<file path="config.mk">
export PLATFORM = sky130hd
export DESIGN_NAME = decode_stage
export DESIGN_NICKNAME = d
export VERILOG_FILES = /design/src/common/decode_pkg.sv /design/src/decode/decode_stage.sv /design/src/decode/instr_decoder.sv /design/src/decode/warp_ctrl_decode.sv /design/src/decode/imm_gen.sv /design/src/hdl/pipe_reg.sv
export SDC_FILE = /design/constraint.sdc
export NUM_CORES = 1
export LEC_CHECK = 0
export BUFFER_PORTS_ARGS = -buffer_cell sky130_fd_sc_hd__clkbuf_2
export CORE_UTILIZATION = 25
export CTS_CLUSTER_SIZE = 25
export DETAILED_ROUTE_END_ITERATION = 8
export HOLD_SLACK_MARGIN = 0.08
export PLACE_DENSITY = 0.55
export SLEW_MARGIN = 10
export SYNTH_ARGS = -nofsm -noshare
export SYNTH_HDL_FRONTEND = slang
export SYNTH_SLANG_ARGS = --single-unit
</file>
<file path="constraint.sdc">
create_clock -name clk -period 4.4 [get_ports clk]
set_input_delay 0.44 -clock clk [delete_from_list [all_inputs] [get_ports clk]]
set_output_delay 0.44 -clock clk [all_outputs]
set_load 0.05 [all_outputs]
</file>
<file path="src/common/decode_pkg.sv">
package decode_pkg;

    localparam int NUM_WARPS     = 4;
    localparam int WID_BITS      = $clog2(NUM_WARPS);
    localparam int NUM_THREADS   = 4;
    localparam int NR_BITS       = 5;
    localparam int XLEN          = 32;
    localparam int CSR_ADDR_BITS = 12;
    localparam int OP_BITS       = 4;
    localparam int MOD_BITS      = 3;

    // Major opcodes
    localparam logic [6:0] OPC_I     = 7'h13;
    localparam logic [6:0] OPC_R     = 7'h33;
    localparam logic [6:0] OPC_LUI   = 7'h37;
    localparam logic [6:0] OPC_AUIPC = 7'h17;
    localparam logic [6:0] OPC_JAL   = 7'h6F;
    localparam logic [6:0] OPC_JALR  = 7'h67;
    localparam logic [6:0] OPC_B     = 7'h63;
    localparam logic [6:0] OPC_L     = 7'h03;
    localparam logic [6:0] OPC_S     = 7'h23;
    localparam logic [6:0] OPC_FENCE = 7'h0F;
    localparam logic [6:0] OPC_SYS   = 7'h73;
    localparam logic [6:0] OPC_GPU   = 7'h6B; // Warp control group

    typedef enum logic [1:0] {
        EX_ALU = 2'd0,
        EX_LSU = 2'd1,
        EX_CSR = 2'd2,
        EX_GPU = 2'd3
    } ex_type_e;

    localparam logic [OP_BITS-1:0] ALU_ADD   = 4'd0;
    localparam logic [OP_BITS-1:0] ALU_SUB   = 4'd1;
    localparam logic [OP_BITS-1:0] ALU_SLL   = 4'd2;
    localparam logic [OP_BITS-1:0] ALU_SLT   = 4'd3;
    localparam logic [OP_BITS-1:0] ALU_SLTU  = 4'd4;
    localparam logic [OP_BITS-1:0] ALU_XOR   = 4'd5;
    localparam logic [OP_BITS-1:0] ALU_SRL   = 4'd6;
    localparam logic [OP_BITS-1:0] ALU_SRA   = 4'd7;
    localparam logic [OP_BITS-1:0] ALU_OR    = 4'd8;
    localparam logic [OP_BITS-1:0] ALU_AND   = 4'd9;
    localparam logic [OP_BITS-1:0] ALU_LUI   = 4'd10;
    localparam logic [OP_BITS-1:0] ALU_AUIPC = 4'd11;

    // Branch unit ops, carried with op_mod MOD_BRANCH
    localparam logic [OP_BITS-1:0] BR_EQ     = 4'd0;
    localparam logic [OP_BITS-1:0] BR_NE     = 4'd1;
    localparam logic [OP_BITS-1:0] BR_LT     = 4'd2;
    localparam logic [OP_BITS-1:0] BR_GE     = 4'd3;
    localparam logic [OP_BITS-1:0] BR_LTU    = 4'd4;
    localparam logic [OP_BITS-1:0] BR_GEU    = 4'd5;
    localparam logic [OP_BITS-1:0] BR_JAL    = 4'd6;
    localparam logic [OP_BITS-1:0] BR_JALR   = 4'd7;
    localparam logic [OP_BITS-1:0] BR_ECALL  = 4'd8;
    localparam logic [OP_BITS-1:0] BR_EBREAK = 4'd9;
    localparam logic [OP_BITS-1:0] BR_MRET   = 4'd10;
    localparam logic [OP_BITS-1:0] BR_SRET   = 4'd11;
    localparam logic [OP_BITS-1:0] BR_DRET   = 4'd12;

    localparam logic [OP_BITS-1:0] GPU_TMC    = 4'd0;
    localparam logic [OP_BITS-1:0] GPU_WSPAWN = 4'd1;
    localparam logic [OP_BITS-1:0] GPU_SPLIT  = 4'd2;
    localparam logic [OP_BITS-1:0] GPU_JOIN   = 4'd3;
    localparam logic [OP_BITS-1:0] GPU_BAR    = 4'd4;
    localparam logic [OP_BITS-1:0] GPU_PRED   = 4'd5;

    localparam logic [OP_BITS-1:0] LSU_LW = 4'd2;

    localparam logic [MOD_BITS-1:0] MOD_BRANCH  = 3'd1;
    localparam logic [MOD_BITS-1:0] MOD_FENCE   = 3'd1;
    localparam logic [MOD_BITS-1:0] MOD_GPU_MEM = 3'd2; // Warp control through the LSU

    typedef struct packed {
        logic [WID_BITS-1:0]    wid;
        logic [NUM_THREADS-1:0] tmask;
        logic [XLEN-1:0]        pc;
        logic [XLEN-1:0]        instr;
    } fetch_rsp_t;

    typedef struct packed {
        logic [WID_BITS-1:0]    wid;
        logic [NUM_THREADS-1:0] tmask;
        logic [XLEN-1:0]        pc;
        ex_type_e               ex_type;
        logic [OP_BITS-1:0]     op_type;
        logic [MOD_BITS-1:0]    op_mod;
        logic                   wb;
        logic [NR_BITS-1:0]     rd;
        logic [NR_BITS-1:0]     rs1;
        logic [NR_BITS-1:0]     rs2;
        logic [XLEN-1:0]        imm;
        logic                   use_pc;
        logic                   use_imm;
    } decode_pkt_t;

    typedef struct packed {
        logic [WID_BITS-1:0] wid;
        logic                stalled;
    } wstall_t;

endpackage
</file>
<file path="src/decode/decode_stage.sv">
module decode_stage (
    input  logic                          clk,
    input  logic                          reset,

    input  logic                          fetch_valid,
    input  decode_pkg::fetch_rsp_t        fetch_rsp,
    output logic                          fetch_ready,

    output logic                          decode_valid,
    output decode_pkg::decode_pkt_t       decode_pkt,
    input  logic                          decode_ready,

    output logic                          wstall_valid,
    output decode_pkg::wstall_t           wstall,

    output logic                          join_valid,
    output logic [decode_pkg::WID_BITS-1:0] join_wid
);

    decode_pkg::decode_pkt_t dec_pkt;
    logic                    dec_wstall;
    logic                    dec_join;
    logic                    reg_ready;
    logic                    fetch_fire;

    instr_decoder u_decoder (
        .fetch_rsp  (fetch_rsp),
        .pkt        (dec_pkt),
        .is_wstall  (dec_wstall),
        .is_join    (dec_join)
    );

    // Registers the packet toward issue
    pipe_reg u_out_reg (
        .clk        (clk),
        .reset      (reset),
        .in_valid   (fetch_valid),
        .in_data    (dec_pkt),
        .in_ready   (reg_ready),
        .out_valid  (decode_valid),
        .out_data   (decode_pkt),
        .out_ready  (decode_ready)
    );

    assign fetch_ready = reg_ready;
    assign fetch_fire  = fetch_valid && reg_ready;

    // Scheduler learns about the warp in the accept cycle
    assign wstall_valid   = fetch_fire;
    assign wstall.wid     = fetch_rsp.wid;
    assign wstall.stalled = dec_wstall;

    assign join_valid = fetch_fire && dec_join;
    assign join_wid   = fetch_rsp.wid;

endmodule

</file>
<file path="src/decode/instr_decoder.sv">
module instr_decoder (
    input  decode_pkg::fetch_rsp_t  fetch_rsp,
    output decode_pkg::decode_pkt_t pkt,
    output logic                    is_wstall,
    output logic                    is_join
);

    logic [decode_pkg::XLEN-1:0]    instr;
    logic [6:0]                     opcode;
    logic [2:0]                     func3;
    logic [6:0]                     func7;
    logic [11:0]                    u_12;
    logic [decode_pkg::NR_BITS-1:0] rd;
    logic [decode_pkg::NR_BITS-1:0] rs1;
    logic [decode_pkg::NR_BITS-1:0] rs2;

    decode_pkg::ex_type_e            ex_type;
    logic [decode_pkg::OP_BITS-1:0]  op_type;
    logic [decode_pkg::MOD_BITS-1:0] op_mod;
    logic [decode_pkg::NR_BITS-1:0]  rd_r;
    logic [decode_pkg::NR_BITS-1:0]  rs1_r;
    logic [decode_pkg::NR_BITS-1:0]  rs2_r;
    logic                            use_rd;
    logic                            use_pc;
    logic                            use_imm;
    logic [decode_pkg::XLEN-1:0]     imm;

    decode_pkg::ex_type_e            gpu_ex_type;
    logic [decode_pkg::OP_BITS-1:0]  gpu_op_type;
    logic [decode_pkg::MOD_BITS-1:0] gpu_op_mod;
    logic                            gpu_use_rs1;
    logic                            gpu_use_rs2;
    logic                            gpu_wstall;
    logic                            gpu_join;

    assign instr  = fetch_rsp.instr;
    assign opcode = instr[6:0];
    assign func3  = instr[14:12];
    assign func7  = instr[31:25];
    assign u_12   = instr[31:20];
    assign rd     = instr[11:7];
    assign rs1    = instr[19:15];
    assign rs2    = instr[24:20];

    imm_gen u_imm_gen (
        .instr  (instr),
        .imm    (imm)
    );

    warp_ctrl_decode u_warp_ctrl (
        .instr      (instr),
        .ex_type    (gpu_ex_type),
        .op_type    (gpu_op_type),
        .op_mod     (gpu_op_mod),
        .use_rs1    (gpu_use_rs1),
        .use_rs2    (gpu_use_rs2),
        .is_wstall  (gpu_wstall),
        .is_join    (gpu_join)
    );

    always_comb begin
        ex_type   = decode_pkg::EX_ALU;
        op_type   = '0;
        op_mod    = '0;
        rd_r      = '0;
        rs1_r     = '0;
        rs2_r     = '0;
        use_rd    = 1'b0;
        use_pc    = 1'b0;
        use_imm   = 1'b0;
        is_wstall = 1'b0;
        is_join   = 1'b0;

        case (opcode)
            decode_pkg::OPC_I, decode_pkg::OPC_R: begin
                case (func3)
                    3'h0: begin
                        // SUB only exists in the register form
                        if (opcode == decode_pkg::OPC_R && func7[5])
                            op_type = decode_pkg::ALU_SUB;
                        else
                            op_type = decode_pkg::ALU_ADD;
                    end
                    3'h1: op_type = decode_pkg::ALU_SLL;
                    3'h2: op_type = decode_pkg::ALU_SLT;
                    3'h3: op_type = decode_pkg::ALU_SLTU;
                    3'h4: op_type = decode_pkg::ALU_XOR;
                    3'h5: op_type = func7[5] ? decode_pkg::ALU_SRA : decode_pkg::ALU_SRL;
                    3'h6: op_type = decode_pkg::ALU_OR;
                    default: op_type = decode_pkg::ALU_AND;
                endcase
                use_rd = 1'b1;
                rd_r   = rd;
                rs1_r  = rs1;
                if (opcode == decode_pkg::OPC_I)
                    use_imm = 1'b1;
                else
                    rs2_r = rs2;
            end
            decode_pkg::OPC_LUI, decode_pkg::OPC_AUIPC: begin
                op_type = (opcode == decode_pkg::OPC_LUI) ? decode_pkg::ALU_LUI
                                                          : decode_pkg::ALU_AUIPC;
                use_rd  = 1'b1;
                rd_r    = rd;
                use_imm = 1'b1;
                use_pc  = (opcode == decode_pkg::OPC_AUIPC);
            end
            decode_pkg::OPC_JAL: begin
                op_type   = decode_pkg::BR_JAL;
                op_mod    = decode_pkg::MOD_BRANCH;
                use_rd    = 1'b1;
                rd_r      = rd;
                use_imm   = 1'b1;
                use_pc    = 1'b1;
                is_wstall = 1'b1;
            end
            decode_pkg::OPC_JALR: begin
                op_type   = decode_pkg::BR_JALR;
                op_mod    = decode_pkg::MOD_BRANCH;
                use_rd    = 1'b1;
                rd_r      = rd;
                rs1_r     = rs1;
                use_imm   = 1'b1;
                is_wstall = 1'b1;
            end
            decode_pkg::OPC_B: begin
                case (func3)
                    3'h1: op_type = decode_pkg::BR_NE;
                    3'h4: op_type = decode_pkg::BR_LT;
                    3'h5: op_type = decode_pkg::BR_GE;
                    3'h6: op_type = decode_pkg::BR_LTU;
                    3'h7: op_type = decode_pkg::BR_GEU;
                    default: op_type = decode_pkg::BR_EQ;
                endcase
                op_mod    = decode_pkg::MOD_BRANCH;
                rs1_r     = rs1;
                rs2_r     = rs2;
                use_imm   = 1'b1;
                use_pc    = 1'b1;
                is_wstall = 1'b1;
            end
            decode_pkg::OPC_L: begin
                ex_type = decode_pkg::EX_LSU;
                op_type = {1'b0, func3};
                use_rd  = 1'b1;
                rd_r    = rd;
                rs1_r   = rs1;
            end
            decode_pkg::OPC_S: begin
                ex_type = decode_pkg::EX_LSU;
                op_type = {1'b1, func3}; // Bit 3 marks a store
                rs1_r   = rs1;
                rs2_r   = rs2;
            end
            decode_pkg::OPC_FENCE: begin
                ex_type = decode_pkg::EX_LSU;
                op_mod  = decode_pkg::MOD_FENCE;
            end
            decode_pkg::OPC_SYS: begin
                if (func3[1:0] != 2'b00) begin
                    ex_type = decode_pkg::EX_CSR;
                    op_type = {2'b00, func3[1:0]};
                    use_rd  = 1'b1;
                    rd_r    = rd;
                    use_imm = func3[2];
                    if (!func3[2])
                        rs1_r = rs1; // Immediate form carries rs1 in imm
                end else begin
                    case (u_12)
                        12'h001: op_type = decode_pkg::BR_EBREAK;
                        12'h302: op_type = decode_pkg::BR_MRET;
                        12'h102: op_type = decode_pkg::BR_SRET;
                        12'h7B2: op_type = decode_pkg::BR_DRET;
                        default: op_type = decode_pkg::BR_ECALL;
                    endcase
                    op_mod    = decode_pkg::MOD_BRANCH;
                    use_rd    = 1'b1;
                    rd_r      = rd;
                    use_imm   = 1'b1;
                    use_pc    = 1'b1;
                    is_wstall = 1'b1;
                end
            end
            decode_pkg::OPC_GPU: begin
                ex_type   = gpu_ex_type;
                op_type   = gpu_op_type;
                op_mod    = gpu_op_mod;
                rs1_r     = gpu_use_rs1 ? rs1 : '0;
                rs2_r     = gpu_use_rs2 ? rs2 : '0;
                is_wstall = gpu_wstall;
                is_join   = gpu_join;
            end
            default: ;
        endcase
    end

    assign pkt.wid     = fetch_rsp.wid;
    assign pkt.tmask   = fetch_rsp.tmask;
    assign pkt.pc      = fetch_rsp.pc;
    assign pkt.ex_type = ex_type;
    assign pkt.op_type = op_type;
    assign pkt.op_mod  = op_mod;
    assign pkt.wb      = use_rd && (rd_r != '0); // x0 is never written
    assign pkt.rd      = rd_r;
    assign pkt.rs1     = rs1_r;
    assign pkt.rs2     = rs2_r;
    assign pkt.imm     = imm;
    assign pkt.use_pc  = use_pc;
    assign pkt.use_imm = use_imm;

endmodule

</file>
<file path="src/decode/warp_ctrl_decode.sv">
module warp_ctrl_decode (
    input  logic [decode_pkg::XLEN-1:0]     instr,
    output decode_pkg::ex_type_e            ex_type,
    output logic [decode_pkg::OP_BITS-1:0]  op_type,
    output logic [decode_pkg::MOD_BITS-1:0] op_mod,
    output logic                            use_rs1,
    output logic                            use_rs2,
    output logic                            is_wstall,
    output logic                            is_join
);

    logic [2:0] func3;
    logic       rs2_lsb;

    assign func3   = instr[14:12];
    assign rs2_lsb = instr[20];

    always_comb begin
        ex_type   = decode_pkg::EX_GPU;
        op_type   = '0;
        op_mod    = '0;
        use_rs1   = 1'b0;
        use_rs2   = 1'b0;
        is_wstall = 1'b0;
        is_join   = 1'b0;

        case (func3)
            3'h0: begin
                op_type   = rs2_lsb ? decode_pkg::GPU_PRED : decode_pkg::GPU_TMC;
                use_rs1   = 1'b1;
                is_wstall = 1'b1;
            end
            3'h1: begin
                op_type = decode_pkg::GPU_WSPAWN;
                use_rs1 = 1'b1;
                use_rs2 = 1'b1;
            end
            3'h2: begin
                op_type   = decode_pkg::GPU_SPLIT;
                use_rs1   = 1'b1;
                is_wstall = 1'b1;
            end
            3'h3: begin
                op_type = decode_pkg::GPU_JOIN;
                is_join = 1'b1;
            end
            3'h4: begin
                op_type   = decode_pkg::GPU_BAR;
                use_rs1   = 1'b1;
                use_rs2   = 1'b1;
                is_wstall = 1'b1;
            end
            3'h6: begin
                // Routed to the LSU as a word load
                ex_type = decode_pkg::EX_LSU;
                op_type = decode_pkg::LSU_LW;
                op_mod  = decode_pkg::MOD_GPU_MEM;
                use_rs1 = 1'b1;
            end
            default: ;
        endcase
    end

endmodule

</file>
<file path="src/decode/imm_gen.sv">
module imm_gen (
    input  logic [decode_pkg::XLEN-1:0] instr,
    output logic [decode_pkg::XLEN-1:0] imm
);

    logic [6:0] opcode;
    logic [2:0] func3;

    assign opcode = instr[6:0];
    assign func3  = instr[14:12];

    always_comb begin
        imm = '0;
        case (opcode)
            decode_pkg::OPC_I: begin
                if (func3[1:0] == 2'b01)
                    imm = {27'b0, instr[24:20]}; // shamt
                else
                    imm = {{20{instr[31]}}, instr[31:20]};
            end
            decode_pkg::OPC_L, decode_pkg::OPC_JALR:
                imm = {{20{instr[31]}}, instr[31:20]};
            decode_pkg::OPC_S:
                imm = {{20{instr[31]}}, instr[31:25], instr[11:7]};
            decode_pkg::OPC_B:
                imm = {{19{instr[31]}}, instr[31], instr[7], instr[30:25], instr[11:8], 1'b0};
            decode_pkg::OPC_JAL:
                imm = {{11{instr[31]}}, instr[31], instr[19:12], instr[20], instr[30:21], 1'b0};
            decode_pkg::OPC_LUI, decode_pkg::OPC_AUIPC:
                imm = {instr[31:12], 12'b0};
            decode_pkg::OPC_SYS: begin
                if (func3[1:0] != 2'b00) begin
                    imm[decode_pkg::CSR_ADDR_BITS-1:0] = instr[31:20]; // CSR address
                    if (func3[2])
                        imm[decode_pkg::CSR_ADDR_BITS +: decode_pkg::NR_BITS] = instr[19:15];
                end else begin
                    imm = 32'd4; // Return address offset
                end
            end
            default: ;
        endcase
    end

endmodule

</file>
<file path="src/hdl/pipe_reg.sv">
module pipe_reg (
    input  logic                    clk,
    input  logic                    reset,

    input  logic                    in_valid,
    input  decode_pkg::decode_pkt_t in_data,
    output logic                    in_ready,

    output logic                    out_valid,
    output decode_pkg::decode_pkt_t out_data,
    input  logic                    out_ready
);

    logic                    valid_q;
    decode_pkg::decode_pkt_t data_q;

    // Empty, or draining this cycle
    assign in_ready = !valid_q || out_ready;

    always_ff @(posedge clk) begin
        if (reset) begin
            valid_q <= 1'b0;
        end else if (in_ready) begin
            valid_q <= in_valid;
        end
    end

    always_ff @(posedge clk) begin
        if (in_valid && in_ready)
            data_q <= in_data;
    end

    assign out_valid = valid_q;
    assign out_data  = data_q;

endmodule

</file>
# Yosys cells after proc, flatten, opt, wreduce, memory -nomap -nowiden

Index checks and enable logic that the tools add are counted.

Reduce and logical (&&, ||, !) cells: 24
Equal/unequal tests: 24
Multiplexer cells: 40

Operators with widths:

| cell                                                   | count |
|---|---|
| one-hot mux 32 bit (7 select lines)                    | 1 |
| one-hot mux 4 bit (9 select lines)                     | 1 |
| equality test 7 bit (second input constant)            | 5 |
| 2-to-1 mux 5 bit                                       | 7 |
| 2-to-1 mux 32 bit                                      | 1 |
| one-hot mux 5 bit (3 select lines)                     | 2 |
| one-hot mux 4 bit (7 select lines)                     | 1 |
| equality test 7 x 6 -> 1 bit (second input constant)   | 3 |
| one-hot mux 4 bit (5 select lines)                     | 1 |
| 2-to-1 mux 17 bit                                      | 1 |
| one-hot mux 3 bit (5 select lines)                     | 1 |
| equality test 7 x 5 -> 1 bit (second input constant)   | 2 |
| OR reduction 2 bit                                     | 7 |
| 2-to-1 mux 1 bit                                       | 13 |
| equality test 12 x 1 -> 1 bit (second input constant)  | 1 |
| equality test 12 x 10 -> 1 bit (second input constant) | 1 |
| equality test 12 x 11 -> 1 bit (second input constant) | 1 |
| equality test 12 x 9 -> 1 bit (second input constant)  | 1 |
| equality test 3 bit (second input constant)            | 4 |
| one-hot mux 3 bit (4 select lines)                     | 1 |
| OR reduction 5 bit                                     | 2 |
| one-hot mux 1 bit (3 select lines)                     | 3 |
| one-hot mux 3 bit (3 select lines)                     | 1 |
| OR reduction 3 bit                                     | 3 |
| other kinds (18)                                       | 24 |

Word-level logic and storage cells: 102
Output and inout port bits: 106
Flip-flop bits (word level): 98

# Depth between registers and ports, before layout

Gate-level depths: netlist (run 1).

Word-level depth: 5
Depth in mapped cells: 7
Gate-level depth less buffers: 5

# By module

From an unflattened synthesis (run 1), not the netlist that was laid out.

Cell total of the unflattened synthesis: 411
Area, all modules: 4951.0 um^2

Modules (own cells, without submodules):

| module           | area an instance (um^2) | instances | seq. area each (um^2) | cells an instance |
|---|---|---|---|---|
| pipe_reg         | 2967.8                  | 1         | 2932.8                | 102 |
| instr_decoder    | 1049.8                  | 1         | 0.0                   | 169 |
| imm_gen          | 757.0                   | 1         | 0.0                   | 111 |
| warp_ctrl_decode | 126.4                   | 1         | 0.0                   | 22 |
| decode_stage     | 50.0                    | 1         | 0.0                   | 7 |

# Worst setup path after synthesis (run 1)

OpenSTA, ideal clock, no wires.

Kind: register -> output
From: register u_out_reg.valid_q (netlist: u_out_reg.out_valid)
To: output port join_valid
Buffers on the path: 0
Cell stages (with the launch flop): 4
Path slack: -1406 ps
Arrival: 5366 ps
Data required time: 3960 ps
Cells stage by stage: dfxtp_1 -> nand2b_1 -> and2_1 -> nor4b_1

Cells in the longest elaborated chain, start to end: 4

RTL lines:

| item                   | line               | RTL |
|---|---|---|
| from (decl)            | pipe_reg.sv:14     | `logic valid_q;` |
| from (signal assigned) | pipe_reg.sv:24     | `valid_q <= in_valid;` |
| logical NOT 1 bit      | pipe_reg.sv:18     | `assign in_ready = !valid_q \|\| out_ready;` |
| logical OR 1 bit       | pipe_reg.sv:18     |  |
| via fetch_ready        | decode_stage.sv:7  | `output logic fetch_ready,` |
| logical AND 1 bit      | decode_stage.sv:46 | `assign fetch_fire = fetch_valid && reg_ready;` |
| via wstall_valid       | decode_stage.sv:13 | `output logic wstall_valid,` |
| logical AND 1 bit      | decode_stage.sv:53 | `assign join_valid = fetch_fire && dec_join;` |
| to (decl)              | decode_stage.sv:16 | `output logic join_valid,` |

The timed path passes the listed nets, and every way through them passes these cells.

# Worst setup path after layout (run 1)

From: input port fetch_rsp[4] (netlist name)
To: output port join_valid

Cells in the longest elaborated chain, start to end: 3

RTL lines:

| item                | line                | RTL |
|---|---|---|
| from (decl)         | decode_stage.sv:6   | `input decode_pkg::fetch_rsp_t fetch_rsp,` |
| equality test 7 bit | instr_decoder.sv:74 | `case (opcode)` |
| 2-to-1 mux 1 bit    | instr_decoder.sv:74 |  |
| logical AND 1 bit   | decode_stage.sv:53  |  |

No other way between the ends.

==> impl_metrics.prom, run 1 <==
# TYPE chip_impl_metric gauge
chip_impl_metric{name="hold_viol_final",unit=""} 0
chip_impl_metric{name="drt-wirelength-per-cell",unit="um"} 17.51
chip_impl_metric{name="drtPass1Iterations",unit=""} 4
chip_impl_metric{name="final.period_utilization",unit="%"} 57.07
chip_impl_metric{name="route.detailed.drc",unit=""} 0
chip_impl_metric{name="design.die.area",unit="sq mm"} 0.01778
chip_impl_metric{name="die_h",unit="um"} 133.3
chip_impl_metric{name="num_antenna_cells",unit=""} 0
chip_impl_metric{name="holdBufCountCts",unit=""} 0
chip_impl_metric{name="clkSlewWorstSetupHoldPaths",unit="ps"} 60
chip_impl_info{name="hold_path_class",value="input pin to register"} 1
chip_impl_metric{name="endpoint_required_time_on_the_critical_path",unit="ps"} 3960
chip_impl_metric{name="seq_area_frac_synth",unit="%"} 67.32
chip_impl_metric{name="synth_edf_count",unit=""} 96
chip_impl_metric{name="gp_routability_congestion",unit=""} 0.8608
chip_impl_metric{name="nNetsFinal",unit=""} 564
chip_impl_metric{name="final_wirelength",unit="um"} 12480
chip_impl_metric{name="initial_utilization",unit="%"} 25.82
chip_impl_metric{name="cap_viol_max_count",unit=""} 0
chip_impl_info{name="cts_tree",value="done"} 1
chip_impl_metric{name="first_global_vias",unit=""} 3258
chip_impl_metric{name="grt_pass1_wl",unit="um"} 18830
chip_impl_metric{name="synth_nets",unit=""} 400
chip_impl_metric{name="final-setup-viol-count",unit=""} 0
chip_impl_metric{name="clock_path_buffers",unit=""} 2
chip_impl_metric{name="multiInputGateArea",unit="sq mm"} 0.001252
chip_impl_metric{name="fin_crit",unit="ps"} 2511
chip_impl_metric{name="track_usage",unit="%"} 14.26
chip_impl_metric{name="rows",unit=""} 47
chip_impl_metric{name="worst-endpoint-arrival",unit="ps"} 2070
chip_impl_metric{name="synthCells",unit=""} 326
chip_impl_metric{name="postCtsResizedCells",unit=""} 0
chip_impl_metric{name="synthToLayoutAreaGrowth",unit="%"} 30.59
chip_impl_metric{name="synth.avg_cell_area",unit="sq um"} 13.23
chip_impl_info{name="worstSetupEndpointType",value="output port"} 1
chip_impl_info{name="root_buffer",value="sky130_fd_sc_hd__clkbuf_16"} 1
chip_impl_info{name="worstSetupStartpointType",value="input pin"} 1
chip_impl_metric{name="final.setup.worst_slack",unit="ps"} 1889
chip_impl_metric{name="yosys.cell_types.count",unit=""} 61
chip_impl_metric{name="p_leak",unit="nW"} 2.373
chip_impl_metric{name="globalRoute.totalOverflow",unit=""} 0
chip_impl_metric{name="crit_fanout",unit=""} 25
chip_impl_metric{name="mapped_area",unit="sq mm"} 0.004312
chip_impl_metric{name="power_frac_clock",unit="%"} 33.6
chip_impl_metric{name="power_frac_comb",unit="%"} 17.7
chip_impl_metric{name="int_pwr",unit="mW"} 1.590
chip_impl_metric{name="clock.fmax",unit="MHz"} 398.2
chip_impl_metric{name="pin_count_of_the_biggest_net_entering_global_routing",unit=""} 43
chip_impl_metric{name="ys_ff_latch",unit=""} 97
chip_impl_metric{name="die_width",unit="um"} 133.3
chip_impl_metric{name="synth-async-reset-ratio",unit="%"} 0
chip_impl_metric{name="placeableCoreArea",unit="sq mm"} 0.01670
chip_impl_metric{name="antenna_left",unit=""} 0
chip_impl_metric{name="power.net_switching",unit="mW"} 0.6469
chip_impl_metric{name="avgViaCountPerCell",unit=""} 4.624
chip_impl_info{name="critPathKind",value="input pin to output port"} 1
chip_impl_info{name="synth_ff_type",value="sky130_fd_sc_hd__edfxtp_1"} 1
chip_impl_metric{name="detail_route.iter0.violations",unit=""} 220
chip_impl_metric{name="worst_slew_margin_rel",unit="%"} 45.47
chip_impl_metric{name="h-tree-depth",unit=""} 3
chip_impl_metric{name="clock_sink_count",unit=""} 97
chip_impl_metric{name="regArea",unit="sq mm"} 0.002903
chip_impl_info{name="status",value="finished clean"} 1
chip_impl_metric{name="synth-warning-count",unit=""} 0
chip_impl_metric{name="cts_setup_buffers",unit=""} 0
chip_impl_metric{name="cts-buffers-inserted",unit=""} 9
chip_impl_metric{name="timing.clock.skew",unit="ps"} 7.092
chip_impl_metric{name="powerDensity",unit="mW/mm^2"} 397.2
chip_impl_metric{name="drive_above_1_share",unit="%"} 41.38
chip_impl_metric{name="worst_slew_pin_slew",unit="ps"} 816.3
chip_impl_metric{name="clock_insertion_delay_worst_skew",unit="ps"} 340
chip_impl_metric{name="io_buffers",unit=""} 178
chip_impl_metric{name="sw_frac_of_total",unit="%"} 28.93
chip_impl_metric{name="place_hpwl",unit="um"} 9315
chip_impl_metric{name="dp_worst_setup_slack",unit="ps"} 1863
chip_impl_metric{name="final-max-slew-violation-count",unit=""} 0
chip_impl_metric{name="power.share.sequential",unit="%"} 48.7
chip_impl_metric{name="pin_count",unit=""} 180
chip_impl_info{name="grt_setup_unrepaired",value="false"} 1
chip_impl_metric{name="fin_setup_tns",unit="ps"} 0
chip_impl_metric{name="antenna_violations_before_repair",unit=""} 0
chip_impl_metric{name="layout.filler_cells",unit=""} 1705
chip_impl_metric{name="vdd_ir_drop_max",unit="mV"} 0.1743
chip_impl_metric{name="whs",unit="ps"} 242.4
chip_impl_metric{name="dr_total_vias",unit=""} 3297
## final timing paths
path / slack, ps / to / startpoint / cells after the start
worst max-delay path: 1890 / join_valid / fetch_rsp[4] / 5
worst min-delay path: 240 / u_out_reg.out_valid / reset / 2
worst max register to register: 2480 / u_out_reg.out_data[21] / u_out_reg.out_valid / 3
worst min register to register: 530 / u_out_reg.out_valid / u_out_reg.out_valid / 2
## Yosys cell counts (7+ instances only)
| cell | count | share of area, % |
|---|---|---|
| sky130_fd_sc_hd__and2_1 | 13 | 1.9 |
| sky130_fd_sc_hd__nor2b_1 | 16 | 2.3 |
| sky130_fd_sc_hd__nor2_1 | 11 | 0.96 |
| sky130_fd_sc_hd__edfxtp_1 | 96 | 67 |
| sky130_fd_sc_hd__a21oi_1 | 18 | 2.1 |
| sky130_fd_sc_hd__buf_2 | 11 | 1.3 |
| sky130_fd_sc_hd__a21o_1 | 11 | 1.9 |
| sky130_fd_sc_hd__buf_4 | 8 | 1.4 |
| sky130_fd_sc_hd__nand2_1 | 29 | 2.5 |
| sky130_fd_sc_hd__clkbuf_1 | 7 | 0.61 |
| sky130_fd_sc_hd__nor3_1 | 7 | 0.81 |
| sky130_fd_sc_hd__o21ai_0 | 12 | 1.4 |
## sequential cells by signal (all words and copies together), names as in the netlist
signal               flops
u_out_reg.out_data      96
u_out_reg.out_valid      1
## cell usage in the layout (no fill, tap or decap), types with 4 or more instances in the layout
cell type	synthesis	layout
sky130_fd_sc_hd__nor3_1	7	7
sky130_fd_sc_hd__a22o_1	4	4
sky130_fd_sc_hd__o21ai_0	12	12
sky130_fd_sc_hd__nand2_1	29	29
sky130_fd_sc_hd__inv_1	5	5
sky130_fd_sc_hd__a21o_1	11	11
sky130_fd_sc_hd__and2_1	13	12
sky130_fd_sc_hd__nand2b_1	4	4
sky130_fd_sc_hd__edfxtp_1	96	96
sky130_fd_sc_hd__clkbuf_2	1	178
sky130_fd_sc_hd__a21oi_1	18	18
sky130_fd_sc_hd__nor2b_1	16	16
sky130_fd_sc_hd__nor2_1	11	11
sky130_fd_sc_hd__a32oi_1	5	5
sky130_fd_sc_hd__clkbuf_16	0	9
## cell type report
cell class | count | share of cell area [%]
Clock inverter | 4 | 0.8222
Tap cell | 220 | 4.889
Clock buffer | 10 | 4.067
Inverter | 5 | 0.3333
Timing Repair Buffer | 180 | 16.09
Multi-Input combinational cell | 197 | 22.24
Sequential cell | 97 | 51.56
## worst max-delay path, stage by stage
cell	delay [ps]
sky130_fd_sc_hd__clkbuf_2	310
sky130_fd_sc_hd__and3b_1	470
sky130_fd_sc_hd__nand3_1	240
sky130_fd_sc_hd__nor4b_2	290
sky130_fd_sc_hd__clkbuf_2	320
## cells by family after synthesis
group	share of synthesized area [%]
mux	0.2612
buf+inv	3.831
flops	67.32
xor+xnor	0.2032
other cells	0.08697
simple gates	15.09
compound gates	13.20
## routing by layer
metal / vias to the layer above / global-route usage (%) / share of wire, %
met3: 21 / 3.843 / 6.9
met2: 147 / 22.51 / 47
met1: 1569 / 18.36 / 44
li1: 1560 / - / -
met5: - / 0 / 0
met4: 0 / 6.061 / 2.3
## per-stage QoR
| step | utilization [%] | std cells | power [mW] | instance area, sq um |
|---|---|---|---|---|
| 6_report | 33.71 | 713 | 2.236 | 5630 |
| 3_5_place_dp | 32.06 | 699 | 1.508 | 5355 |
| 5_1_grt | 33.71 | 713 | 2.329 | 5630 |
| 3_3_place_gp | 32.06 | 699 | 1.506 | 5355 |
| 2_1_floorplan | - | 326 | 1.390 | 4319 |
| 4_1_cts | 33.71 | 713 | 2.277 | 5630 |
## power groups by stage
stage	Combinational, mW	Sequential (mW)	Clock [mW]
finish	0.395	1.09	0.753
global route	0.415	1.09	0.820
CTS	0.399	1.09	0.788
detailed placement	0.398	1.11	0
global placement	0.397	1.11	0
floorplan	0.0958	1.29	0
No activity file was read; power rests on OpenSTA's default activity.
==> run 2, diff against run 1 <==
--- a/config.mk
+++ b/config.mk
@@ -5,12 +5,13 @@
 export SDC_FILE = /design/constraint.sdc
 export NUM_CORES = 1
 export LEC_CHECK = 0
+export ABC_AREA = 1
 export BUFFER_PORTS_ARGS = -buffer_cell sky130_fd_sc_hd__clkbuf_2
 export CORE_UTILIZATION = 25
 export CTS_CLUSTER_SIZE = 25
 export DETAILED_ROUTE_END_ITERATION = 8
 export HOLD_SLACK_MARGIN = 0.08
-export PLACE_DENSITY = 0.55
+export PLACE_DENSITY = 0.57
 export SLEW_MARGIN = 10
 export SYNTH_ARGS = -nofsm -noshare
 export SYNTH_HDL_FRONTEND = slang
==> constraint.sdc (replaced) <==
create_clock -name clk -period 2.05 [get_ports clk]
set_input_delay 0.205 -clock clk [delete_from_list [all_inputs] [get_ports clk]]
set_output_delay 0.205 -clock clk [all_outputs]
set_load 0.05 [all_outputs]
==> impl_metrics.prom, run 2 <==
# TYPE chip_impl_metric gauge
chip_impl_metric{name="mapped_area",unit="sq mm"} 0.004358
chip_impl_metric{name="final.setup.worst_slack",unit="ps"} 267.1
chip_impl_metric{name="initial_utilization",unit="%"} 25.91
chip_impl_metric{name="fin_total_pwr",unit="mW"} 4.975
chip_impl_metric{name="clock_insertion_delay_worst_skew",unit="ps"} 350
chip_impl_metric{name="num_antenna_cells",unit=""} 0
chip_impl_info{name="critPathKind",value="input pin to output port"} 1
chip_impl_metric{name="pin_count_of_the_biggest_net_entering_global_routing",unit=""} 37
chip_impl_metric{name="cts_setup_buffers",unit=""} 0
chip_impl_metric{name="largest_reg_flops",unit=""} 96
chip_impl_metric{name="track_usage",unit="%"} 15.06
chip_impl_metric{name="final_wirelength",unit="um"} 13320
chip_impl_metric{name="design.die.area",unit="sq mm"} 0.01796
chip_impl_metric{name="globalRoute.totalOverflow",unit=""} 0
chip_impl_metric{name="fin_crit",unit="ps"} 1783
chip_impl_info{name="netlist_top_cells_area",value="sky130_fd_sc_hd__edfxtp_1, sky130_fd_sc_hd__nand2_1, sky130_fd_sc_hd__nand3_1"} 1
chip_impl_info{name="synth_ff_type",value="sky130_fd_sc_hd__edfxtp_1"} 1
chip_impl_metric{name="yosys.cell_types.count",unit=""} 29
chip_impl_metric{name="first_global_vias",unit=""} 3581
chip_impl_metric{name="dp_worst_setup_slack",unit="ps"} 256.8
chip_impl_metric{name="placeableCoreArea",unit="sq mm"} 0.01682
chip_impl_metric{name="hold_viol_final",unit=""} 0
chip_impl_metric{name="yosysTopAreaCellShare",unit="%"} 66.15
chip_impl_info{name="grt_setup_unrepaired",value="false"} 1
chip_impl_info{name="root_buffer",value="sky130_fd_sc_hd__clkbuf_16"} 1
chip_impl_metric{name="gp_routability_congestion",unit=""} 0.9291
chip_impl_metric{name="holdBufCountCts",unit=""} 39
chip_impl_metric{name="clock_path_buffers",unit=""} 2
chip_impl_metric{name="synth-async-reset-ratio",unit="%"} 0
chip_impl_metric{name="antenna_left",unit=""} 0
chip_impl_metric{name="die_width",unit="um"} 134.0
chip_impl_info{name="hold_path_class",value="input pin to register"} 1
chip_impl_info{name="layout.cells.most_common",value="sky130_fd_sc_hd__clkbuf_2"} 1
chip_impl_metric{name="antenna_violations_before_repair",unit=""} 0
chip_impl_info{name="most-common-layout-cells",value="sky130_fd_sc_hd__clkbuf_2, sky130_fd_sc_hd__nand2_1, sky130_fd_sc_hd__edfxtp_1"} 1
chip_impl_info{name="hold_path_startpoint",value="fetch_rsp[7]"} 1
chip_impl_metric{name="p_leak",unit="nW"} 3.020
chip_impl_info{name="synth_area_leader_cell",value="sky130_fd_sc_hd__edfxtp_1"} 1
chip_impl_metric{name="final-instance-count-excl-fill",unit=""} 869
chip_impl_metric{name="drive_above_1_share",unit="%"} 36.36
chip_impl_metric{name="timing.clock.skew",unit="ps"} 4.973
chip_impl_metric{name="detail_route.iter0.violations",unit=""} 215
chip_impl_metric{name="seq_area_frac_synth",unit="%"} 66.61
chip_impl_metric{name="postCtsResizedCells",unit=""} 0
chip_impl_metric{name="avgViaCountPerCell",unit=""} 4.283
chip_impl_metric{name="drtPass1Iterations",unit=""} 4
chip_impl_metric{name="final.period_utilization",unit="%"} 86.97
chip_impl_metric{name="io_buffers",unit=""} 178
chip_impl_metric{name="layout.filler_cells",unit=""} 1670
chip_impl_metric{name="ys_ff_latch",unit=""} 97
chip_impl_metric{name="synth_nets",unit=""} 485
chip_impl_info{name="cts_tree",value="done"} 1
chip_impl_metric{name="rows",unit=""} 47
chip_impl_metric{name="drt-wirelength-per-cell",unit="um"} 15.33
chip_impl_metric{name="route.detailed.drc",unit=""} 0
chip_impl_info{name="status",value="finished clean"} 1
chip_impl_metric{name="synth_edf_count",unit=""} 96
chip_impl_info{name="setup.worst_path.start",value="fetch_rsp[2]"} 1
chip_impl_metric{name="placed_cells_incl_taps",unit=""} 814
chip_impl_metric{name="crit_fanout",unit=""} 9
chip_impl_metric{name="pin_count",unit=""} 180
chip_impl_metric{name="final-max-slew-violation-count",unit=""} 0
chip_impl_metric{name="grt_pass1_wl",unit="um"} 20030
chip_impl_metric{name="cts-buffers-inserted",unit=""} 9
chip_impl_metric{name="place_hpwl",unit="um"} 10090
chip_impl_metric{name="clock_sink_count",unit=""} 97
chip_impl_metric{name="vdd_ir_drop_max",unit="mV"} 0.3819
chip_impl_info{name="worstSetupEndpointType",value="output port"} 1
chip_impl_metric{name="worst-endpoint-arrival",unit="ps"} 1580
chip_impl_info{name="synth_common_cells",value="sky130_fd_sc_hd__nand2_1, sky130_fd_sc_hd__edfxtp_1, sky130_fd_sc_hd__inv_1"} 1
chip_impl_metric{name="synthCells",unit=""} 411
chip_impl_metric{name="nNetsFinal",unit=""} 718
chip_impl_info{name="synth_most_common_cell",value="sky130_fd_sc_hd__nand2_1"} 1
chip_impl_metric{name="final-setup-viol-count",unit=""} 0
chip_impl_metric{name="synthToLayoutAreaGrowth",unit="%"} 44.42
chip_impl_metric{name="synth-warning-count",unit=""} 0
chip_impl_metric{name="die_h",unit="um"} 134.0
chip_impl_metric{name="dr_total_vias",unit=""} 3722
chip_impl_metric{name="cap_viol_max_count",unit=""} 0
chip_impl_metric{name="powerDensity",unit="mW/mm^2"} 790.6
chip_impl_metric{name="clock.fmax",unit="MHz"} 560.9
chip_impl_metric{name="synth.avg_cell_area",unit="sq um"} 10.60
chip_impl_metric{name="clkSlewWorstSetupHoldPaths",unit="ps"} 70
chip_impl_info{name="worstSetupStartpointType",value="input pin"} 1
chip_impl_metric{name="endpoint_required_time_on_the_critical_path",unit="ps"} 1850
chip_impl_metric{name="h-tree-depth",unit=""} 3
chip_impl_metric{name="fin_setup_tns",unit="ps"} 0
chip_impl_info{name="worst_r2r_startpoint",value="u_out_reg.out_valid"} 1
chip_impl_metric{name="whs",unit="ps"} 163.7
run 2: changes by cell type after synthesis, moves of 6 or more:
cell | before | now
sky130_fd_sc_hd__clkbuf_1 | 7 | 1
sky130_fd_sc_hd__nor2b_1 | 16 | 0
sky130_fd_sc_hd__nand2_2 | 0 | 6
sky130_fd_sc_hd__inv_1 | 5 | 45
sky130_fd_sc_hd__and2_1 | 13 | 0
sky130_fd_sc_hd__a21oi_1 | 18 | 25
sky130_fd_sc_hd__buf_2 | 11 | 2
sky130_fd_sc_hd__nor2_1 | 11 | 33
sky130_fd_sc_hd__a21o_1 | 11 | 0
sky130_fd_sc_hd__nand3_1 | 3 | 34
sky130_fd_sc_hd__nand2_1 | 29 | 98
run 2: per-stage QoR:
step / utilization [%] / area [sq um]
2_1_floorplan: - / 4388
3_3_place_gp: 33.35 / 5609
3_5_place_dp: 33.35 / 5609
4_1_cts: 37.42 / 6294
5_1_grt: 37.42 / 6294
6_report: 37.42 / 6294
run 2: layout make-up:
class	count	area, sq um	share of cell area, %
Clock inverter	6	65.06	1.034
Timing Repair Buffer	234	1421	22.58
Sequential cell	97	2907	46.18
Tap cell	220	275.3	4.374
Inverter	51	193.9	3.082
Clock buffer	10	229.0	3.638
Multi-Input combinational cell	251	1202	19.11
run 2: kinds of logic (layout without fill, tap and decap cells):
logic type	Yosys count	count (layout)	share of synthesized area, %
and+or+nand+nor	206	206	21.56
DFF	97	97	66.61
buffers and inverters	63	301	6.345
AOI/OAI and AO/OA	44	44	5.398
other	1	1	0.08605
run 2: metal layers:
layer | track usage [%] | vias to the layer above | share of wire (%)
li1 | - | 1868 | -
met2 | 24.58 | 163 | 47
met1 | 19.46 | 1670 | 45
met4 | 6.866 | 0 | 2.4
met5 | 0 | - | 0
met3 | 2.646 | 21 | 5.8
run 2: path summary, 6_finish.rpt:
path	to	slack (ps)	depth (start not counted)
max	wstall[0]	270	9
min	u_out_reg.out_data[2]	160	3
max reg2reg	u_out_reg.out_data[29]	620	4
min reg2reg	u_out_reg.out_valid	520	2
run 2: power breakdown:
group          internal, mW  leakage (nW)  total [mW]  switching (mW)
clock network         0.952         0.143        1.72           0.771
logic                 0.230          1.92       0.913           0.683
registers              2.31         0.952        2.34          0.0332
total                  3.49          3.02        4.98            1.49
run 2: critical path, cell delays in order:
cell                       delay [ps]
sky130_fd_sc_hd__clkbuf_2         110
sky130_fd_sc_hd__inv_2             70
sky130_fd_sc_hd__nand2_1           80
sky130_fd_sc_hd__nor2_4           180
sky130_fd_sc_hd__nand2_2          150
sky130_fd_sc_hd__inv_2            150
sky130_fd_sc_hd__nand2_1          170
sky130_fd_sc_hd__nand3_1          170
sky130_fd_sc_hd__clkbuf_2         290
